`src/rtl/cpu_pkg.sv`:
```
package cpu_pkg;

  // Bus and microcode geometry
  localparam int data_width      = 8;
  localparam int opcode_width    = 6;
  localparam int step_width      = 5;
  localparam int uaddr_width     = opcode_width + step_width;
  localparam int uword_width     = 32;
  // Boot address is word address with a byte lane below it
  localparam int lane_width      = 2;
  localparam int boot_addr_width = uaddr_width + lane_width;

  // Control word fields, counted from bit 0 upward
  localparam int reg_src_lsb     = 0;
  localparam int reg_src_width   = 2;
  localparam int reg_sel_lsb     = 2;
  localparam int reg_sel_width   = 2;
  localparam int alu_plane_lsb   = 4;
  localparam int alu_plane_width = 4;
  localparam int out_plane_lsb   = 8;
  localparam int out_plane_width = 3;
  localparam int in_plane_lsb    = 11;
  localparam int in_plane_width  = 3;
  localparam int misc_bit        = 14;
  // Bits above this are reserved and never latched
  localparam int ctrl_width      = 15;

  // Load targets
  typedef enum logic [2:0] {
    IN_NONE, IN_REG, IN_TMP0, IN_TMP1, IN_OPWORD, IN_OPCODE, IN_OUTPORT
  } in_plane_e;

  // Bus drivers
  typedef enum logic [2:0] {
    OUT_NONE, OUT_REG, OUT_TMP0, OUT_TMP1, OUT_MLU, OUT_SHIFTER, OUT_EXT, OUT_OPWORD
  } out_plane_e;

  // Register index source, code 3 is not allowed
  typedef enum logic [1:0] {
    SEL_OP0, SEL_OP1, SEL_SRC
  } reg_sel_e;

  typedef enum logic [2:0] {
    MLU_ADD, MLU_SUB, MLU_AND, MLU_OR, MLU_XOR, MLU_NOT, MLU_PASS, MLU_INC
  } mlu_op_e;

  // Arithmetic left shift has no meaning here
  typedef enum logic [1:0] {
    SH_LSL, SH_LSR, SH_ASR, SH_ASL
  } shift_op_e;

endpackage

```
`src/rtl/exec_unit.sv`:
```
`timescale 1ns/1ps

module exec_unit (
  input  logic [cpu_pkg::data_width-1:0]       tmp0,
  input  logic [cpu_pkg::data_width-1:0]       tmp1,
  input  logic [cpu_pkg::alu_plane_width-1:0]  alu_plane,
  input  logic                                 shifter_oe,
  output logic [cpu_pkg::data_width-1:0]       mlu_out,
  output logic [cpu_pkg::data_width-1:0]       shift_out
);

  localparam int msb = cpu_pkg::data_width - 1;

  cpu_pkg::mlu_op_e   mlu_op;
  cpu_pkg::shift_op_e sh_op;
  logic               cin;
  logic [msb:0]       cin_ext;

  // ALU plane shared by both units
  // MLU reads op from bits 3:1, shifter reads bits 1:0
  assign mlu_op  = cpu_pkg::mlu_op_e'(alu_plane[3:1]);
  assign cin     = alu_plane[0];
  assign sh_op   = cpu_pkg::shift_op_e'(alu_plane[1:0]);
  assign cin_ext = {{msb{1'b0}}, cin};

  // MLU, carry out is dropped
  always_comb begin
    case (mlu_op)
      cpu_pkg::MLU_ADD:  mlu_out = tmp0 + tmp1 + cin_ext;
      // Subtract as add of the complement, cin=1 gives a true difference
      cpu_pkg::MLU_SUB:  mlu_out = tmp0 + ~tmp1 + cin_ext;
      cpu_pkg::MLU_AND:  mlu_out = tmp0 & tmp1;
      cpu_pkg::MLU_OR:   mlu_out = tmp0 | tmp1;
      cpu_pkg::MLU_XOR:  mlu_out = tmp0 ^ tmp1;
      cpu_pkg::MLU_NOT:  mlu_out = ~tmp0;
      cpu_pkg::MLU_PASS: mlu_out = tmp0;
      cpu_pkg::MLU_INC:  mlu_out = tmp0 + 1'b1;
      default:           mlu_out = tmp0;
    endcase
  end

  // Single-bit shifter on TMP0
  always_comb begin
    case (sh_op)
      cpu_pkg::SH_LSL: shift_out = {tmp0[msb-1:0], 1'b0};
      cpu_pkg::SH_LSR: shift_out = {1'b0, tmp0[msb:1]};
      // Sign bit copied down
      cpu_pkg::SH_ASR: shift_out = {tmp0[msb], tmp0[msb:1]};
      // ASL falls back to a plain left shift
      default:         shift_out = {tmp0[msb-1:0], 1'b0};
    endcase
  end

  // Checked here so a bad word is flagged at the unit it would reach
  always_comb begin
    if (shifter_oe) begin
      assert (sh_op != cpu_pkg::SH_ASL)
        else $error("exec_unit: arithmetic left shift selected");
    end
  end

endmodule

```
`config.mk`:
```
export PLATFORM = sky130hd
export DESIGN_NAME = exec_unit
export DESIGN_NICKNAME = d
export VERILOG_FILES = /design/src/rtl/cpu_pkg.sv /design/src/rtl/exec_unit.sv
export SDC_FILE = /design/constraint.sdc
export NUM_CORES = 1
export LEC_CHECK = 0
export BUFFER_PORTS_ARGS = -buffer_cell sky130_fd_sc_hd__buf_2
export CAP_MARGIN = 25
export CORE_UTILIZATION = 50
export DETAILED_ROUTE_END_ITERATION = 7
export GPL_TIMING_DRIVEN = 0
export PLACE_DENSITY = 0.76
export SLEW_MARGIN = 20
export SYNTH_ARGS = -nofsm -noshare
export SYNTH_HDL_FRONTEND = slang
export SYNTH_SLANG_ARGS = --single-unit
```
`constraint.sdc`:
```
create_clock -name vclk -period 5.5
set_clock_uncertainty 0.2 [all_clocks]
set_input_delay 0.55 -clock vclk [all_inputs]
set_output_delay 0.55 -clock vclk [all_outputs]
set_load 0.01 [all_outputs]
```
==> results of run 1 <==
-- through the flow --
stage / cells / cell area (um2) / power [mW] / setup WS (ns) / hold slack [ns]
finish: 320 / 1818 / 0.1718 / 1.850 / 1.300
global route: 320 / 1818 / 0.1915 / 1.730 / 1.344
CTS: 320 / 1818 / 0.1707 / 1.846 / 1.291
detailed placement: 320 / 1818 / 0.1702 / 1.846 / 1.292
global placement: 320 / 1818 / 0.1674 / 1.889 / 1.286
floorplan: 242 / 1593 / 0.1190 / 2.385 / 1.053
-- report_power, final --
group / internal, mW / switching [mW]
logic: 0.0699 / 0.102
clock network: 0 / 0
registers: 0 / 0
total: 0.0699 / 0.102
-- placed cells by master (no fill, tap or decap), types with 6 or more instances in the layout --
cell type                  instances
sky130_fd_sc_hd__o211ai_1          8
sky130_fd_sc_hd__buf_2            40
sky130_fd_sc_hd__nand2_1          25
sky130_fd_sc_hd__nor2_1           18
sky130_fd_sc_hd__inv_1            24
sky130_fd_sc_hd__nor3_1            7
sky130_fd_sc_hd__ha_1             25
sky130_fd_sc_hd__a31oi_1           6
sky130_fd_sc_hd__a21oi_1          19
sky130_fd_sc_hd__clkbuf_1          9
sky130_fd_sc_hd__o21ai_0          18
-- per-layer routing --
layer  vias up  wire length (um)
met5         -                 0
met4         0                57
met3         8               243
met2        65              2037
met1       832              2032
li1        938                 -
-- area by class of cell --
| class | instances | area [um2] | area share |
|---|---|---|---|
| timing repair buffer | 34 | 170.2 | 0.09360 |
| tap | 44 | 55.05 | 0.03028 |
| inverter | 26 | 98.84 | 0.05437 |
| buffer | 21 | 116.4 | 0.06401 |
| multi-input combinational | 195 | 1378 | 0.7577 |
-- cell families (layout without fill, tap and decap cells) --
logic type	count (synthesis)	after routing	share of synthesized area
and+or+nand+nor	75	75	0.2341
adders and majority gates	29	29	0.2467
AOI/OAI and AO/OA	86	86	0.3559
buffers and inverters	47	81	0.1351
xor gates and xnor gates	4	4	0.02200
muxes	1	1	0.006285
-- critical path, cell delays in order --
cell	delay, ns
sky130_fd_sc_hd__buf_2	0.16
sky130_fd_sc_hd__inv_1	0.15
sky130_fd_sc_hd__fa_1	0.46
sky130_fd_sc_hd__inv_1	0.08
sky130_fd_sc_hd__fa_1	0.25
sky130_fd_sc_hd__a21oi_1	0.10
sky130_fd_sc_hd__o21bai_1	0.26
sky130_fd_sc_hd__o41ai_1	0.12
sky130_fd_sc_hd__or4_1	0.46
sky130_fd_sc_hd__and3_1	0.18
sky130_fd_sc_hd__buf_2	0.13
-- final timing paths --
path | startpoint | endpoint | slack, ns
setup / recovery | tmp0[0] | mlu_out[6] | 1.85
hold / removal | tmp0[7] | shift_out[6] | 1.30
==> results summary, run 1 <==
The flow ran to the end, and the final reports show no timing, DRC or antenna violations. The total negative setup slack is 0 ns. Across the VDD grid, the largest voltage drop is between 0.04 and 0.05 mV. The final layout net count is ~330.

The number of global-route vias before repair is 1,554. The number of rows in the core area is 20. The met3 track utilization from global routing is 0.006593. 37 I/O pins were placed. The via density per instance came out at 5.759. The routability-driven placement congestion ratio is around 0.88. Ranked by total cell area, the synthesized netlist is headed by sky130_fd_sc_hd__ha_1 (20%), sky130_fd_sc_hd__a21oi_1 (6.0%), sky130_fd_sc_hd__nand2_1 (5.9%), sky130_fd_sc_hd__o21ai_0 (5.7%), sky130_fd_sc_hd__inv_1 (5.7%). The number of clock-tree buffers in the layout is 0. Dividing total power by cell area gives a power density of roughly 95 nW/um2. Of the post-synthesis cell area, the dominant cell type holds 0.1964. The floorplan core area is ~3000 um2. For this configuration, the core starts out at a cell density of 0.5260. The met1 usage is 0.3670. The biggest area contributor in the post-synthesis netlist is sky130_fd_sc_hd__ha_1. The total routed wirelength came out at about 4400 um.

The DRC violation total after the first TritonRoute iteration came out at 119. The post-route fraction of the period consumed by the critical path is 0.6636. The clock period minus worst slack came out at approximately 3.6 ns. The half-perimeter wire length after placement came out at about 3500 um. The number of hold-slack violations in the final timing report is 0. The synthesized area per cell is around 6.6 um2. The wire length of the first global-routing pass is around 7100 um.

In this run the cell area of the synthesized design comes to between 1500 and 2000 um2. The met2 demand-to-capacity share in global routing is 0.4450. The die boundary height is 58.44 um. For this run, the share of the core covered by cells in the final layout is 0.6004.

The count of buffers inserted at the top-level ports is 34. The floorplan die area is approximately 3400 um2. In this run, post-CTS repair resized a total of 0 instances. The area added between synthesis and finish came out at 14.14%. The worst-margin pin slew came out at 0.4843 ns. The synthesis warning total is 0. The static leakage is 0.8703 nW. The total setup violations reported at the end of the flow came out at 0.

The overflow left after global routing is 0. The total routing usage reported by global routing came out at 0.2614. The antenna diode count is 0. Of all nets on the critical path, the largest fanout is 8. In this run, distinct cell masters in the synthesized netlist total between 50 and 60. The routed layout has around 1,800 vias. The most crowded layer after global routing is met2. The count of sequential standard cells is 0. The worst setup path is of the in -> out kind. The die width came out at 58.44 um.

The first-pass iteration count of the detailed router is 4. STA classifies the critical path startpoint as an input port. The classification of the worst-slack hold path is in -> out. The sequential cells in the finished layout cover a total of 0 um2. The number of antenna violations at the first check in global routing is 0. The total of max-cap violations came out at 0. The average wire length per cell after detail routing came out at around 14 um. The fraction of layout cells with a size suffix above 1 is 0.1920. Post-CTS timing repair inserted 0 buffers for setup. The remaining number of nets flagged by the antenna check after routing is 0. In this run the tightest slew margin relative to its limit is 0.6772. The number of inserted filler cells in the final layout is around 330. Synthesis produced around 240 cells.

After detailed routing, the number of remaining DRC violations is 0. The sequential-to-total area share from yosys stat is 0. The number of nets in the synthesized netlist is 292.

The worst setup path is captured at an output pin. Based on the critical path, the design can be clocked at up to approximately 270 MHz. The number of cells on the worst hold path is 4. Ranked by instance count, the synthesized netlist is headed by sky130_fd_sc_hd__ha_1 (25), sky130_fd_sc_hd__nand2_1 (25), sky130_fd_sc_hd__inv_1 (24). Entering global routing, the biggest net connects 13 pins.

The required arrival time at the worst endpoint came out at 4.75 ns. The total of hold buffers inserted after clock tree synthesis is 0. Setup repair after global routing left no endpoint under its margin. The final-report max-slew violation count is 0. The data arrival time of the critical path came out at ~2.9 ns.
(Power assumes the default switching activity.)
==> run 2, diff against run 1 <==
--- a/config.mk
+++ b/config.mk
@@ -5,12 +5,13 @@
 export SDC_FILE = /design/constraint.sdc
 export NUM_CORES = 1
 export LEC_CHECK = 0
+export ABC_AREA = 1
 export BUFFER_PORTS_ARGS = -buffer_cell sky130_fd_sc_hd__buf_2
 export CAP_MARGIN = 25
 export CORE_UTILIZATION = 50
 export DETAILED_ROUTE_END_ITERATION = 7
 export GPL_TIMING_DRIVEN = 0
-export PLACE_DENSITY = 0.76
+export PLACE_DENSITY = 0.8
 export SLEW_MARGIN = 20
 export SYNTH_ARGS = -nofsm -noshare
 export SYNTH_HDL_FRONTEND = slang
==> constraint.sdc (replaced) <==
create_clock -name vclk -period 3.18
set_clock_uncertainty 0.2 [all_clocks]
set_input_delay 0.318 -clock vclk [all_inputs]
set_output_delay 0.318 -clock vclk [all_outputs]
set_load 0.01 [all_outputs]
==> run 2 against run 1 <==
  * The run now ends with design-rule violations left
  * Largest cell class unchanged
  * Global-route usage up 1.3 points
  * Sequential share of layout area unchanged
  * Count of clock-buffer cells in the layout did not move
  * Critical endpoint is now mlu_out[2]
  * Worst setup slack worse by 1.3 ns
  * Synthesized cell count is 7.0% higher
  * Core utilization is 0.44 points higher
==> results summary, run 2 <==
The tool flagged a number of max-cap violations equal to 0. The summed instance area of the synthesized netlist came out at 1449 um2. The maximum clock rate came out at about 380 MHz.

The area fraction in compound gates after synthesis is 0.1701. The half-perimeter wire length after placement came out at 3351 um. The number of cells produced by synthesis is roughly 260.

Of all cell types, the one taking the most synthesized area is sky130_fd_sc_hd__ha_1. The count of sequential standard cells is 0. The area share of the largest cell type after synthesis came out at 0.2159. The flow ran to the end, but the final reports show violations. Of the total synthesized cell area, the portion taken by AND, OR, NAND and NOR gates is 0.4240.

The total area inside the core boundary comes to roughly 2800 um2. The first routing iteration left between 150 and 200 violations. The total setup violations reported at the end of the flow came out at 0. The post-route fraction of the period consumed by the critical path came out at 0.8263.

The total routed wirelength came out at around 4200 um. The number of antenna violations at the first check in global routing came to 0. Of the cells placed in the final design, the portion with a size suffix greater than 1 is 0.1424.

The floorplan die area came out at around 3100 um2. At the end of the flow, the number of nets in the layout was 347. The worst setup path is of the in -> out kind. The wire length of the first global-routing pass is just over 7000 um. The average wire length per cell after detail routing is 12.98 um. The mux share of post-synthesis cell area came out at 0. The synthesized area per cell came out at around 5.6 um2. 0 antenna diodes ended up in the layout. The number of rows in the core area is 19. The cell family contributing the most delay on the critical path is adder cells. The classification of the worst-slack hold path is in -> out.

Setup repair after global routing left no endpoint under its margin. The worst hold slack across all endpoints is around 0.86 ns. The post-CTS setup-driven buffer insertion count is 0.

For this design the top-level I/O count stands at 37. The adder-cell area share of the yosys netlist is 0.2712. The total routing usage reported by global routing is 0.2747.

In the layout the commonest cells are sky130_fd_sc_hd__nand2_1 (55), sky130_fd_sc_hd__inv_1 (46), sky130_fd_sc_hd__nand3_1 (45), sky130_fd_sc_hd__buf_2 (38), sky130_fd_sc_hd__ha_1 (25). The biggest fanout along the worst timing path is 6. Traced cell by cell, the critical path runs through buf_2 > inv_1 > fa_1 > inv_1 > fa_1 > or2_2 > a31oi_1 > o211ai_1 > buf_2. The first detailed-routing pass ran for 8 iterations. Counting distinct cell types in the post-synthesis netlist gives 25.

The post-layout utilization of the core is 0.6048. For this run, design rule violations remaining after detail routing come to 5. Of the total synthesized cell area, the portion taken by XOR and XNOR cells is 0.006045.

The number of global-route vias before repair came out at 1,661. The number of clock-tree buffers in the layout is 0. By area the synthesized netlist is led by sky130_fd_sc_hd__ha_1 (22%), sky130_fd_sc_hd__nand3_1 (16%), sky130_fd_sc_hd__nand2_1 (14%), sky130_fd_sc_hd__inv_1 (12%), sky130_fd_sc_hd__fa_1 (5.5%). The total power per unit cell area is roughly 160 nW/um2. The area after detailed placement came out at between 1500 and 2000 um2. The required arrival time at the worst endpoint came out at approximately 2.7 ns. For the pin with the worst max-slew slack, the measured transition is 0.4703 ns.

Yosys instantiated no cell more often than sky130_fd_sc_hd__nand2_1. VDD sags by at most ~0.099 mV. For this run, the slowest stage of the critical path takes roughly 0.40 ns. The data arrival time of the critical path is approximately 2.1 ns. The area added between synthesis and finish came out at 15.11%. The sequential-to-total area share from yosys stat is 0. The synthesis warning total is 0. The routability-driven placement congestion ratio came out at 0.9437. Sorting the synthesized cells by how often they occur yields sky130_fd_sc_hd__nand2_1 (55), sky130_fd_sc_hd__inv_1 (46), sky130_fd_sc_hd__nand3_1 (45). The starting density of the core is 0.5254. Summed over all layers, the global routing overflow is 0. The number of hold-slack violations in the final timing report came out at 0. The count of vias placed by the detailed router came out at between 1,500 and 2,000. Adding up every negative setup slack in the final design gives 0 ns. The die boundary height came out at approximately 56 um. The master of the slowest instance on the critical path is sky130_fd_sc_hd__fa_1. The remaining max-slew budget at the tightest pin is 0.6854.

STA classifies the critical path startpoint as an input port. The remaining number of nets flagged by the antenna check after routing is 0. After routing the design area is between 1500 and 2000 um2.

The count of instances resized after the clock tree is built is 0. The final reports fail on design-rule violations. The commonest non-fill, non-tap cell in the layout is sky130_fd_sc_hd__nand2_1. Using the TritonRoute via totals, the vias-per-cell ratio works out to 5.721. The floorplan step set the die width to between 50 and 60 um. The number of buffer and inverter stages on the critical path came out at 4. The smallest clock period supported by the final layout is computed as about 2.6 ns. The kind of capture point of the worst setup path is an output pin. The maximum number of pins on one net before global-route repair came out at 11.

The synthesized netlist net count came out at a little over 300. The sequential cell area came out at 0 um2. The count of buffers inserted at the top-level ports is 36. The final-report max-slew violation count is 0. The static leakage is just under 1 nW. The total of hold buffers inserted after clock tree synthesis is 0.

The combinational family with the most area after synthesis is simple AND/OR/NAND/NOR gates.
-- run 2: power by group --
group,switching [mW],internal (mW),total (mW),leakage (nW)
Clock,0,0,0,0
Combinational,0.171,0.0964,0.267,0.970
Sequential,0,0,0,0
-- run 2: cell type report --
cell class,instances,area (um2)
fill,285,1090
buffer,3,13.76
tap,31,38.79
inverter,46,172.7
multi-input combinational,210,1262
timing repair buffer,36,180.2
-- run 2: path summary, 6_finish.rpt --
check	depth (start not counted)	end	slack (ns)	from
max	9	mlu_out[2]	0.55	tmp0[0]
min	4	shift_out[7]	0.86	tmp0[7]
-- run 2: logic make-up (layout without fill, tap and decap cells) --
kind of cell	Yosys count	in the layout
buffers and inverters	49	85
adders and majority gates	29	29
and+or+nand+nor	136	136
xor gates and xnor gates	1	1
AOI/OAI and AO/OA	44	44
-- run 2: per-stage QoR --
step           total power, mW  instances  setup slack, ns
3_5_place_dp            0.2611        326           0.5679
3_3_place_gp            0.2574        326           0.5913
6_report                0.2674        326           0.5523
4_1_cts                 0.2624        326           0.5662
5_1_grt                 0.2999        326           0.3462
2_1_floorplan           0.1729        259           0.9153
-- run 2: layer usage --
layer	track usage	share of wire	vias up	wire, um
met1	0.3991	0.47	838	1975
met5	0	0	-	0
met4	0.06272	0.0014	0	6
met3	0.009302	0.072	2	306
li1	-	-	937	-
met2	0.4527	0.46	88	1945
