<file path="config.mk">
export PLATFORM = sky130hd
export DESIGN_NAME = register_file
export DESIGN_NICKNAME = d
export VERILOG_FILES = /design/src/rtl/cpu_pkg.sv /design/src/rtl/register_file.sv
export SDC_FILE = /design/constraint.sdc
export NUM_CORES = 1
export LEC_CHECK = 0
export ABC_AREA = 1
export BUFFER_PORTS_ARGS = -buffer_cell sky130_fd_sc_hd__buf_2
export CAP_MARGIN = 40
export CORE_ASPECT_RATIO = 1.2
export CORE_UTILIZATION = 25
export CTS_CLUSTER_DIAMETER = 40
export DETAILED_ROUTE_END_ITERATION = 8
export GPL_TIMING_DRIVEN = 1
export SKIP_CTS_REPAIR_TIMING = 1
export SYNTH_ARGS = -nofsm -noshare
export SYNTH_HDL_FRONTEND = slang
export SYNTH_SLANG_ARGS = --single-unit
</file>
<file path="constraint.sdc">
create_clock -name clk -period 1.88 [get_ports clk]
set_input_delay 0.282 -clock clk [delete_from_list [all_inputs] [get_ports clk]]
set_output_delay 0.282 -clock clk [all_outputs]
set_load 0.02 [all_outputs]
</file>
<file path="src/rtl/cpu_pkg.sv">
package cpu_pkg;

  // Bus and microcode geometry
  localparam int data_width      = 8;
  localparam int opcode_width    = 6;
  localparam int step_width      = 5;
  localparam int uaddr_width     = opcode_width + step_width;
  localparam int uword_width     = 32;
  // Boot address is word address with a byte lane below it
  localparam int lane_width      = 2;
  localparam int boot_addr_width = uaddr_width + lane_width;

  // Control word fields, counted from bit 0 upward
  localparam int reg_src_lsb     = 0;
  localparam int reg_src_width   = 2;
  localparam int reg_sel_lsb     = 2;
  localparam int reg_sel_width   = 2;
  localparam int alu_plane_lsb   = 4;
  localparam int alu_plane_width = 4;
  localparam int out_plane_lsb   = 8;
  localparam int out_plane_width = 3;
  localparam int in_plane_lsb    = 11;
  localparam int in_plane_width  = 3;
  localparam int misc_bit        = 14;
  // Bits above this are reserved and never latched
  localparam int ctrl_width      = 15;

  // Load targets
  typedef enum logic [2:0] {
    IN_NONE, IN_REG, IN_TMP0, IN_TMP1, IN_OPWORD, IN_OPCODE, IN_OUTPORT
  } in_plane_e;

  // Bus drivers
  typedef enum logic [2:0] {
    OUT_NONE, OUT_REG, OUT_TMP0, OUT_TMP1, OUT_MLU, OUT_SHIFTER, OUT_EXT, OUT_OPWORD
  } out_plane_e;

  // Register index source, code 3 is not allowed
  typedef enum logic [1:0] {
    SEL_OP0, SEL_OP1, SEL_SRC
  } reg_sel_e;

  typedef enum logic [2:0] {
    MLU_ADD, MLU_SUB, MLU_AND, MLU_OR, MLU_XOR, MLU_NOT, MLU_PASS, MLU_INC
  } mlu_op_e;

  // Arithmetic left shift has no meaning here
  typedef enum logic [1:0] {
    SH_LSL, SH_LSR, SH_ASR, SH_ASL
  } shift_op_e;

endpackage

</file>
<file path="src/rtl/register_file.sv">
`timescale 1ns/1ps

module register_file #(
  parameter int num_regs = 4
) (
  input  logic                                clk,
  input  logic                                rst_n,
  input  logic                                load,
  input  logic [cpu_pkg::opcode_width-1:0]    opcode,
  input  cpu_pkg::reg_sel_e                   reg_sel,
  input  logic [cpu_pkg::reg_src_width-1:0]   reg_src,
  input  logic [cpu_pkg::data_width-1:0]      bus_in,
  output logic [cpu_pkg::data_width-1:0]      rd_data
);

  logic [cpu_pkg::data_width-1:0]    regs [num_regs];
  logic [cpu_pkg::reg_src_width-1:0] idx;

  // Register index comes from the instruction or from microcode
  always_comb begin
    case (reg_sel)
      cpu_pkg::SEL_OP0: idx = opcode[1:0];
      cpu_pkg::SEL_OP1: idx = opcode[3:2];
      cpu_pkg::SEL_SRC: idx = reg_src;
      // Illegal code, caught by the control assertion
      default:          idx = reg_src;
    endcase
  end

  always_ff @(posedge clk) begin
    if (!rst_n) begin
      for (int i = 0; i < num_regs; i++) begin
        regs[i] <= '0;
      end
    end else if (load) begin
      regs[idx] <= bus_in;
    end
  end

  // Same index for read and write
  // Bus gating happens at the top level
  assign rd_data = regs[idx];

endmodule

</file>
==> results of run 1 <==
## layer usage
layer,GRT usage,share of wire
met5,0,0
met4,0.0786,0.039
met3,0.0197,0.034
met2,0.195,0.50
met1,0.134,0.42
## critical path, delay by kind of cell
family | cells | cell delay, ns
AND/OR/NAND/NOR | 4 | 0.64
buffers and inverters | 4 | 0.39
## kinds of logic after synthesis
family	after synthesis	synth area share
buffers and inverters	54	0.125
AND/OR/NAND/NOR	108	0.310
flip-flops	32	0.562
AO/OA/AOI/OAI	1	0.00292
## layout make-up
type	count	area (um^2)	share of cell area
Sequential cell	32	961	0.467
Multi-Input combinational cell	109	536	0.260
Timing Repair Buffer	34	190	0.0925
Inverter	49	184	0.0894
Tap cell	85	106	0.0517
Clock buffer	7	76.3	0.0371
Clock inverter	1	3.75	0.00182
## metrics by stage
step / util / total power [mW] / hold slack [ns] / cells
after floorplan: - / 1.08 / 0.525 / 195
after global placement: 0.303 / 1.19 / 0.641 / 309
after detailed placement: 0.303 / 1.19 / 0.646 / 309
after CTS: 0.315 / 1.67 / 0.353 / 317
after global routing: 0.315 / 1.75 / 0.355 / 317
final: 0.315 / 1.66 / 0.352 / 317
## worst max-delay path by stage
stage,cells past startpoint,slack [ns],endpoint,from
final,8,0.28,rd_data[4],reg_sel[1]
after global routing,8,0.13,rd_data[5],reg_sel[0]
after CTS,8,0.27,rd_data[4],reg_sel[0]
after detailed placement,7,0.18,regs[3][3],reg_sel[1]
after global placement,7,0.19,regs[3][3],reg_sel[1]
after floorplan,4,0.26,regs[2][0],opcode[2]
## cells in the final DEF (no fill, tap or decap), drive strengths merged
cell type and n:
buf 34, nor2 26, nand4 16, clkinv 1, edfxtp 32, nand3 19, clkbuf 7, nand3b 2
o21ai 1, inv 49, nor3 8, nand2 37
## where the power goes
| group | internal, mW | switching (mW) |
|---|---|---|
| sequential | 0.847 | 0.0133 |
| combinational | 0.104 | 0.204 |
| clock | 0.257 | 0.231 |
==> flow_summary_export.csv, run 1 <==
group,metric,value,unit
logic_synthesis,synth-seq-cells,32,
critical_path,worst_path_max_delay_cell,"sky130_fd_sc_hd__nor2_4",
logic_synthesis,cell_with_the_most_instances_after_synthesis,"sky130_fd_sc_hd__inv_1",
grt,first_global_vias,1272,
die,area_of_the_core,6530,um^2
outcome,run_status,"completed",
timing,fin_ws,0.280,ns
logic_synthesis,synth.distinct_cells,19,
die,chipHeight,92.6,um
worst_hold_path,worstHoldPathType,"input pin to register",
worst_hold_path,worst_hold_path.endpoint,"regs[0][3]",
timing,setup_total_negative_slack,0,ns
logic_synthesis,synth-edff-count,32,
timing,worst_pin_slew,0.397,ns
layout,antenna-diode-count,0,
place,io_buffer_count,26,
job,max_cap_violations,0,
logic_synthesis,postSynthNetCount,216,
critical_path,timing.critical_path.slowest_cell_delay,0.28,ns
timing,maxSlewViolCount,0,
logic_synthesis,netlist_top_cells_count,"sky130_fd_sc_hd__inv_1, sky130_fd_sc_hd__nand2_1, sky130_fd_sc_hd__edfxtp_1",
place,pre_cts_setup_slack,0.178,ns
place,gpl.final_weighted_congestion,0.786,
logic_synthesis,dominantRegCellSynth,"sky130_fd_sc_hd__edfxtp_1",
grt,pin_count_of_the_biggest_net_entering_global_routing,20,
layout,largest-register,"regs",
detailed_routing,route.detailed.vias_per_inst,4.31,
logic_synthesis,cells_after_synth,195,
clocking,cts_tree,"built",
power,vdd_ir_drop_max,0.272,mV
logic_synthesis,async_reset_ff_frac,0,
die,die-area,7180,um^2
timing,finalHoldViolations,0,
critical_path,worstPathCellList,"buf_2 -> inv_2 -> nand3b_1 -> inv_1 -> nor2_4 -> nand3_1 -> nand2_1 -> buf_2",
layout,net_count_reported_at_finish,252,
detailed_routing,drt_iter0_markers,47,
die,initial_utilization,0.262,
grt,grt_total_ovfl,0,
critical_path,critical_path_class,"input pin to output pin",
clocking,cts_buffers,5,
logic_synthesis,postSynthAreaPerCell,8.77,um^2
detailed_routing,via_total_after_detailed_routing,1366,
detailed_routing,ant_nets,0,
worst_hold_path,min_delay_path_depth,3,
detailed_routing,post_route_drc,0,
worst_hold_path,min_from,"bus_in[3]",
grt,groute.usage.overall,0.116,
logic_synthesis,synthDominantCellAreaShare,0.562,
critical_path,timing.critical_path.from_type,"input pin",
critical_path,data_arrival_time_of_the_critical_path,1.32,ns
logic_synthesis,synth-seq-area-share,0.562,
layout,drive_gt1_frac,0.207,
layout,post_route_cell_area,2060,um^2
logic_synthesis,synth_area_leader_cell,"sky130_fd_sc_hd__edfxtp_1",
timing,layout_worst_path_cycle_share,0.851,
timing,achievable_frequency,625,MHz
place,placedInstanceArea,1980,um^2
grt,first_pass_grt_wire_length,6.25,mm
power,p_leak,1.01,nW
place,hpwlAfterDp,2.68,mm
clocking,numClockSinks,32,
grt,antenna_violations_before_repair,0,
die,core.rowCount,32,
critical_path,highest_net_fanout_along_the_worst_path,10,
critical_path,crit_top_cell,"sky130_fd_sc_hd__buf_2",
die,ioPinCount,29,
detailed_routing,post_drt_wl_per_cell,11.6,um
timing,slew-limit-headroom,0.735,
power,power_density,806,nW/um^2
critical_path,critPathCaptureType,"output pin",
logic_synthesis,synth_top_cells_by_area,"sky130_fd_sc_hd__edfxtp_1, sky130_fd_sc_hd__inv_1, sky130_fd_sc_hd__nand2_1",
clocking,cts_max_path_buffers,2,
layout,fillCellCount,681,
critical_path,required,1.60,ns
detailed_routing,route.final.wire_length,3.66,mm
die,die_wd,77.5,um
logic_synthesis,yosys_warnings,0,
layout,area.growth.synth_to_final,20.3,%
timing,setup_viol,0,
timing,rsz_0062_raised_after_global_routing,"false",
clocking,cts.htree.levels,2,
detailed_routing,firstDrtPassIters,4,
clocking,cts_root_buffer,"sky130_fd_sc_hd__clkbuf_8",
timing,final.min_clock_period,1.60,ns
logic_synthesis,mappedNetlistArea,1710,um^2
layout,largest_register_ffs,32,
clocking,worst_setup_hold_path_clk_slew,0.06,ns
layout,largestRegisters,"regs x32",
Power figures use the tool's default switching activity.
==> inputs of run 2 (changes only) <==
CAP_MARGIN = 20   (was 40)
CORE_UTILIZATION = 45   (was 25)
PLACE_DENSITY = 0.66   (was not set)
clock period = 1.95 ns   (was 1.88 ns; I/O delays follow)
==> run 2 against run 1 <==
  * Combinational power decreased by 4%
  * Utilization grew 24 points
  * Critical path depth unchanged
  * Via count down 3.4%
  * Die area fell by 44%
  * Clock power down 3%
  * Cell count is 10% lower
  * Worst hold slack improved by 0.0059 ns
  * Flip-flop and latch count is the same
  * Total power shrank 3.5%
  * Critical endpoint is now rd_data[1]
==> flow_summary_export.csv, run 2 (synthesis gave the netlist of run 1 again) <==
group,metric,value,unit
clocking,numClockSinks,32,
power,vdd_ir_drop_max,0.518,mV
power,switching_share,0.271,
layout,largest-register,"regs",
layout,post_route_cell_area,2020,um^2
layout,area.growth.synth_to_final,17.8,%
clocking,worst_setup_hold_path_clk_slew,0.06,ns
power,pwr_total,1.60,mW
layout,largestRegisters,"regs x32",
layout,layout_common_cells,"sky130_fd_sc_hd__inv_1, sky130_fd_sc_hd__nand2_1, sky130_fd_sc_hd__edfxtp_1",
die,chipHeight,69.5,um
timing,fin_hold_ws,0.358,ns
layout,multi_input_area,536,um^2
detailed_routing,route.final.wire_length,3.42,mm
clocking,cts_max_path_buffers,2,
grt,first_pass_grt_wire_length,5.47,mm
place,gpl.final_weighted_congestion,0.812,
die,initial_utilization,0.471,
detailed_routing,route.detailed.vias_per_inst,4.64,
layout,drive_gt1_frac,0.207,
power,power.clock.fraction,0.295,
detailed_routing,ant_nets,0,
place,hpwlAfterDp,2.44,mm
critical_path,crit_top_cell,"sky130_fd_sc_hd__buf_2",
detailed_routing,firstDrtPassIters,4,
grt,groute.usage.overall,0.186,
detailed_routing,drt_iter0_markers,43,
power,power_density,794,nW/um^2
critical_path,cp.buffers_inverters,3,
place,io_buffer_count,26,
layout,layout.cells.most_common,"sky130_fd_sc_hd__inv_1",
layout,post_layout_nonfiller_instances,284,
timing,layout_worst_path_cycle_share,0.828,
die,die-area,4050,um^2
detailed_routing,via_total_after_detailed_routing,1319,
critical_path,cpLargestDelayFamily,"simple AND/OR/NAND/NOR gates",
power,share_comb_of_total_power,0.185,
die,area_of_the_core,3630,um^2
critical_path,worstPathCellList,"buf_2 -> nor2_1 -> nand2_2 -> buf_4 -> nand4_1 -> nand3_1 -> nand2_1 -> buf_2",
layout,sequential_cell_area,961,um^2
clocking,cts_tree,"built",
place,place_inst,276,
timing,setup_total_negative_slack,0,ns
clocking,cts_buffers,5,
timing,worst_pin_slew,0.372,ns
layout,antenna-diode-count,0,
power,seq_power_share,0.520,
place,placedInstanceArea,1940,um^2
critical_path,worst_path_max_delay_cell,"sky130_fd_sc_hd__buf_4",
grt,pin_count_of_the_biggest_net_entering_global_routing,20,
die,core.rowCount,24,
power,sw_power,0.434,mW
critical_path,required,1.66,ns
grt,first_global_vias,1187,
critical_path,critical_path_class,"input pin to output pin",
clocking,cts.htree.levels,2,
die,ioPinCount,29,
power,cellInternalPower,1.17,mW
timing,final.min_clock_period,1.61,ns
layout,largest_register_ffs,32,
outcome,run_status,"completed",
layout,net_count_reported_at_finish,252,
power,p_leak,1.01,nW
die,die_wd,58.3,um
job,max_cap_violations,0,
grt,antenna_violations_before_repair,0,
clocking,cts_root_buffer,"sky130_fd_sc_hd__clkbuf_8",
critical_path,highest_net_fanout_along_the_worst_path,16,
timing,setup_viol,0,
timing,slew-limit-headroom,0.751,
critical_path,timing.critical_path.slowest_cell_delay,0.21,ns
timing,maxSlewViolCount,0,
timing,achievable_frequency,619,MHz
critical_path,data_arrival_time_of_the_critical_path,1.32,ns
worst_hold_path,worstHoldPathType,"input pin to register",
detailed_routing,post_drt_wl_per_cell,12.0,um
timing,finalHoldViolations,0,
grt,grt_total_ovfl,0,
critical_path,timing.critical_path.from_type,"input pin",
detailed_routing,post_route_drc,0,
critical_path,critPathCaptureType,"output pin",
layout,fillCellCount,351,
timing,rsz_0062_raised_after_global_routing,"false",
## run 2: cell counts in the layout (fill, tap and decap cells not counted)
No cell type changed its count.
## run 2: layout make-up
| type | count | share of cell area |
|---|---|---|
| clock buffers | 7 | 0.0379 |
| clock inverters | 1 | 0.00186 |
| inverters | 49 | 0.0912 |
| multi-input cells | 109 | 0.266 |
| flip-flops and latches | 32 | 0.477 |
| well taps | 52 | 0.0323 |
| repair buffers | 34 | 0.0944 |
## run 2: path summary, 6_finish.rpt
path                       start    endpoint  cells past startpoint
worst max-delay path  reg_sel[0]  rd_data[1]                      8
worst min-delay path   bus_in[4]  regs[3][4]                      3
## run 2: stage by stage
step                      worst slack, ns  utilization
after floorplan                     0.324            -
after global placement              0.256        0.533
after detailed placement            0.223        0.533
after CTS                           0.333        0.555
after global routing                0.246        0.555
final                               0.335        0.555
## run 2: power by group through the flow
stage               combinational (mW)  clock [mW]  sequential, mW
finish                           0.295       0.472           0.832
global route                     0.326       0.505           0.836
CTS                              0.299       0.476           0.832
detailed placement               0.298           0           0.846
global placement                 0.295           0           0.843
floorplan                        0.202           0           0.841
## run 2: routing by layer
metal  GRT usage  up-vias  routed length (um)
met4      0.0794        0                  62
met2       0.290       35                1690
met3      0.0504        5                 144
li1            -      699                   -
met1       0.243      580                1520
met5           0        -                   0
==> inputs of run 3 (changes only) <==
ABC_AREA = 0   (was 1)
clock period = 1.59 ns   (was 1.95 ns; I/O delays follow)
==> run 3 against run 2 <==
  * The flow now finishes with violations (negative setup slack)
  * Combinational power rose by 110%
  * Worst hold slack got worse by 0.054 ns
  * Utilization rose by 6.6 points
  * Via count fell by 1.2%
  * Critical path type unchanged
  * Critical endpoint is now rd_data[4]
  * Largest cell class unchanged
==> flow_summary_export.csv, run 3 <==
group,metric,value,unit
logic_synthesis,synth.distinct_cells,22,
timing,maxSlewViolCount,0,
detailed_routing,ant_nets,0,
worst_hold_path,worst_hold_path.endpoint,"regs[3][2]",
timing,achievable_frequency,520,MHz
critical_path,worstSetupStartpoint,"reg_sel[0]",
power,share_comb_of_total_power,0.277,
power,cellInternalPower,1.65,mW
clocking,cts_root_buffer,"sky130_fd_sc_hd__clkbuf_8",
logic_synthesis,yosys_warnings,0,
worst_hold_path,worstHoldPathType,"input pin to register",
power,seq_power_share,0.470,
timing,worst_pin_slew,0.440,ns
layout,largestRegisters,"regs x32",
grt,first_global_vias,1348,
power,power_density,903,nW/um^2
critical_path,critPathCaptureType,"output pin",
critical_path,cpLargestDelayFamily,"multiplexers",
outcome,run_status,"finished, violations left",
power,sw_power,0.583,mW
place,pre_cts_setup_slack,-0.413,ns
logic_synthesis,synth_top_cells_by_area,"sky130_fd_sc_hd__edfxtp_1, sky130_fd_sc_hd__mux2_1, sky130_fd_sc_hd__mux4_2",
clocking,numClockSinks,32,
die,initial_utilization,0.474,
logic_synthesis,cells_after_synth,135,
logic_synthesis,cell_with_the_most_instances_after_synthesis,"sky130_fd_sc_hd__edfxtp_1",
detailed_routing,drt_iter0_markers,33,
place,hpwlAfterDp,2.82,mm
detailed_routing,post_route_drc,0,
grt,first_pass_grt_wire_length,6.07,mm
grt,grt_total_ovfl,0,
die,die_wd,61.1,um
die,die-area,4450,um^2
layout,area.growth.synth_to_final,31.0,%
critical_path,worstPathCellList,"buf_8 -> mux2_4 -> mux2_4 -> mux4_2 -> buf_6",
die,area_of_the_core,3970,um^2
die,chipHeight,72.9,um
logic_synthesis,mappedNetlistArea,1880,um^2
timing,final.min_clock_period,1.92,ns
grt,groute.usage.overall,0.193,
critical_path,required,1.35,ns
logic_synthesis,synthDominantCellAreaShare,0.510,
logic_synthesis,synth-seq-cells,32,
layout,largest-register,"regs",
clocking,cts_buffers,5,
critical_path,highest_net_fanout_along_the_worst_path,8,
detailed_routing,post_drt_wl_per_cell,16.6,um
timing,rsz_0062_raised_after_global_routing,"true",
outcome,violations_in_the_final_reports,"negative setup slack",
logic_synthesis,netlist_top_cells_count,"sky130_fd_sc_hd__edfxtp_1, sky130_fd_sc_hd__nor3_1, sky130_fd_sc_hd__mux2_1",
logic_synthesis,synth_area_leader_cell,"sky130_fd_sc_hd__edfxtp_1",
timing,finalHoldViolations,0,
place,gpl.final_weighted_congestion,0.808,
grt,antenna_violations_before_repair,0,
job,max_cap_violations,0,
layout,drive_gt1_frac,0.537,
layout,largest_register_ffs,32,
power,switching_share,0.262,
grt,pin_count_of_the_biggest_net_entering_global_routing,19,
detailed_routing,via_total_after_detailed_routing,1303,
clocking,cts_max_path_buffers,2,
detailed_routing,firstDrtPassIters,4,
layout,net_count_reported_at_finish,208,
logic_synthesis,synth-edff-count,32,
power,pwr_total,2.23,mW
timing,fin_ws,-0.333,ns
logic_synthesis,synth-seq-area-share,0.510,
critical_path,worst_path_max_delay_cell,"sky130_fd_sc_hd__mux4_2",
timing,layout_worst_path_cycle_share,1.21,
critical_path,cp.buffers_inverters,2,
clocking,cts.htree.levels,2,
die,ioPinCount,29,
layout,antenna-diode-count,0,
logic_synthesis,postSynthAreaPerCell,13.9,um^2
power,p_leak,0.983,nW
timing,setup_viol,18,
critical_path,timing.critical_path.from_type,"input pin",
critical_path,crit_top_cell,"sky130_fd_sc_hd__mux2_4",
layout,layout_common_cells,"sky130_fd_sc_hd__edfxtp_1, sky130_fd_sc_hd__nor3_1, sky130_fd_sc_hd__buf_4",
clocking,worst_setup_hold_path_clk_slew,0.06,ns
timing,slew-limit-headroom,0.707,
logic_synthesis,dominantRegCellSynth,"sky130_fd_sc_hd__edfxtp_1",
logic_synthesis,postSynthNetCount,156,
detailed_routing,route.detailed.vias_per_inst,5.38,
worst_hold_path,min_from,"bus_in[2]",
die,core.rowCount,25,
layout,layout.cells.most_common,"sky130_fd_sc_hd__edfxtp_1",
detailed_routing,route.final.wire_length,4.02,mm
critical_path,critical_path_class,"input pin to output pin",
place,io_buffer_count,26,
critical_path,timing.critical_path.slowest_cell_delay,0.48,ns
power,power.clock.fraction,0.253,
clocking,cts_tree,"built",
logic_synthesis,async_reset_ff_frac,0,
power,vdd_ir_drop_max,0.568,mV
critical_path,data_arrival_time_of_the_critical_path,1.68,ns
worst_hold_path,min_delay_path_depth,3,
==> run 3: how the worst max path moves through the flow <==
| stage | to | slack (ns) | cells after the start |
|---|---|---|---|
| 6_report | rd_data[4] | -0.33 | 5 |
| 5_1_grt | rd_data[6] | -0.35 | 5 |
| 4_1_cts | rd_data[3] | -0.42 | 5 |
| 3_5_place_dp | rd_data[3] | -0.41 | 5 |
| 3_3_place_gp | rd_data[2] | -0.39 | 5 |
| 2_1_floorplan | rd_data[0] | -0.27 | 5 |
==> run 3: cell type report <==
| class | instances | area, um^2 |
|---|---|---|
| clock inverters | 3 | 13.8 |
| fillers | 321 | 1510 |
| multi-input cells | 86 | 912 |
| flip-flops and latches | 32 | 961 |
| inverters | 10 | 37.5 |
| clock buffers | 5 | 68.8 |
| repair buffers | 52 | 407 |
| well taps | 54 | 67.6 |
==> run 3: kinds of logic (layout without fill, tap and decap cells) <==
logic type             after synthesis  count (layout)  synth area share
muxes                               44              46             0.330
and+or+nand+nor                     34              34            0.0851
DFF                                 32              32             0.510
buffers and inverters               19              70            0.0525
AOI/OAI and AO/OA                    6               6            0.0226
==> run 3: power by group through the flow <==
stage | Clock [mW] | Sequential, mW | Combinational [mW]
after floorplan | 0 | 1.05 | 0.373
after global routing | 0.609 | 1.06 | 0.660
final | 0.563 | 1.05 | 0.618
after detailed placement | 0 | 1.06 | 0.547
after global placement | 0 | 1.06 | 0.537
after CTS | 0.576 | 1.05 | 0.551
==> run 3: metrics by stage <==
step / cell area (um^2) / setup TNS (ns) / hold WS (ns) / utilization / cells
after floorplan: 1940 / -8.35 / 0.460 / - / 135
after global placement: 2290 / -17.17 / 0.565 / 0.575 / 232
after detailed placement: 2290 / -18.98 / 0.582 / 0.575 / 232
after CTS: 2370 / -5.53 / 0.296 / 0.596 / 240
after global routing: 2470 / -3.43 / 0.315 / 0.621 / 242
final: 2470 / -2.69 / 0.303 / 0.621 / 242
==> run 3: layer usage <==
| metal | GRT usage | up-vias | share of wire |
|---|---|---|---|
| met3 | 0.0266 | 7 | 0.036 |
| met4 | 0.0758 | 0 | 0.015 |
| met1 | 0.230 | 623 | 0.39 |
| met5 | 0 | - | 0 |
| met2 | 0.342 | 49 | 0.55 |
| li1 | - | 624 | - |
==> run 3: worst min-delay path, cell delays in order <==
cell                      delay [ns]
sky130_fd_sc_hd__buf_2          0.08
sky130_fd_sc_hd__nand2_1        0.10
sky130_fd_sc_hd__inv_2          0.06
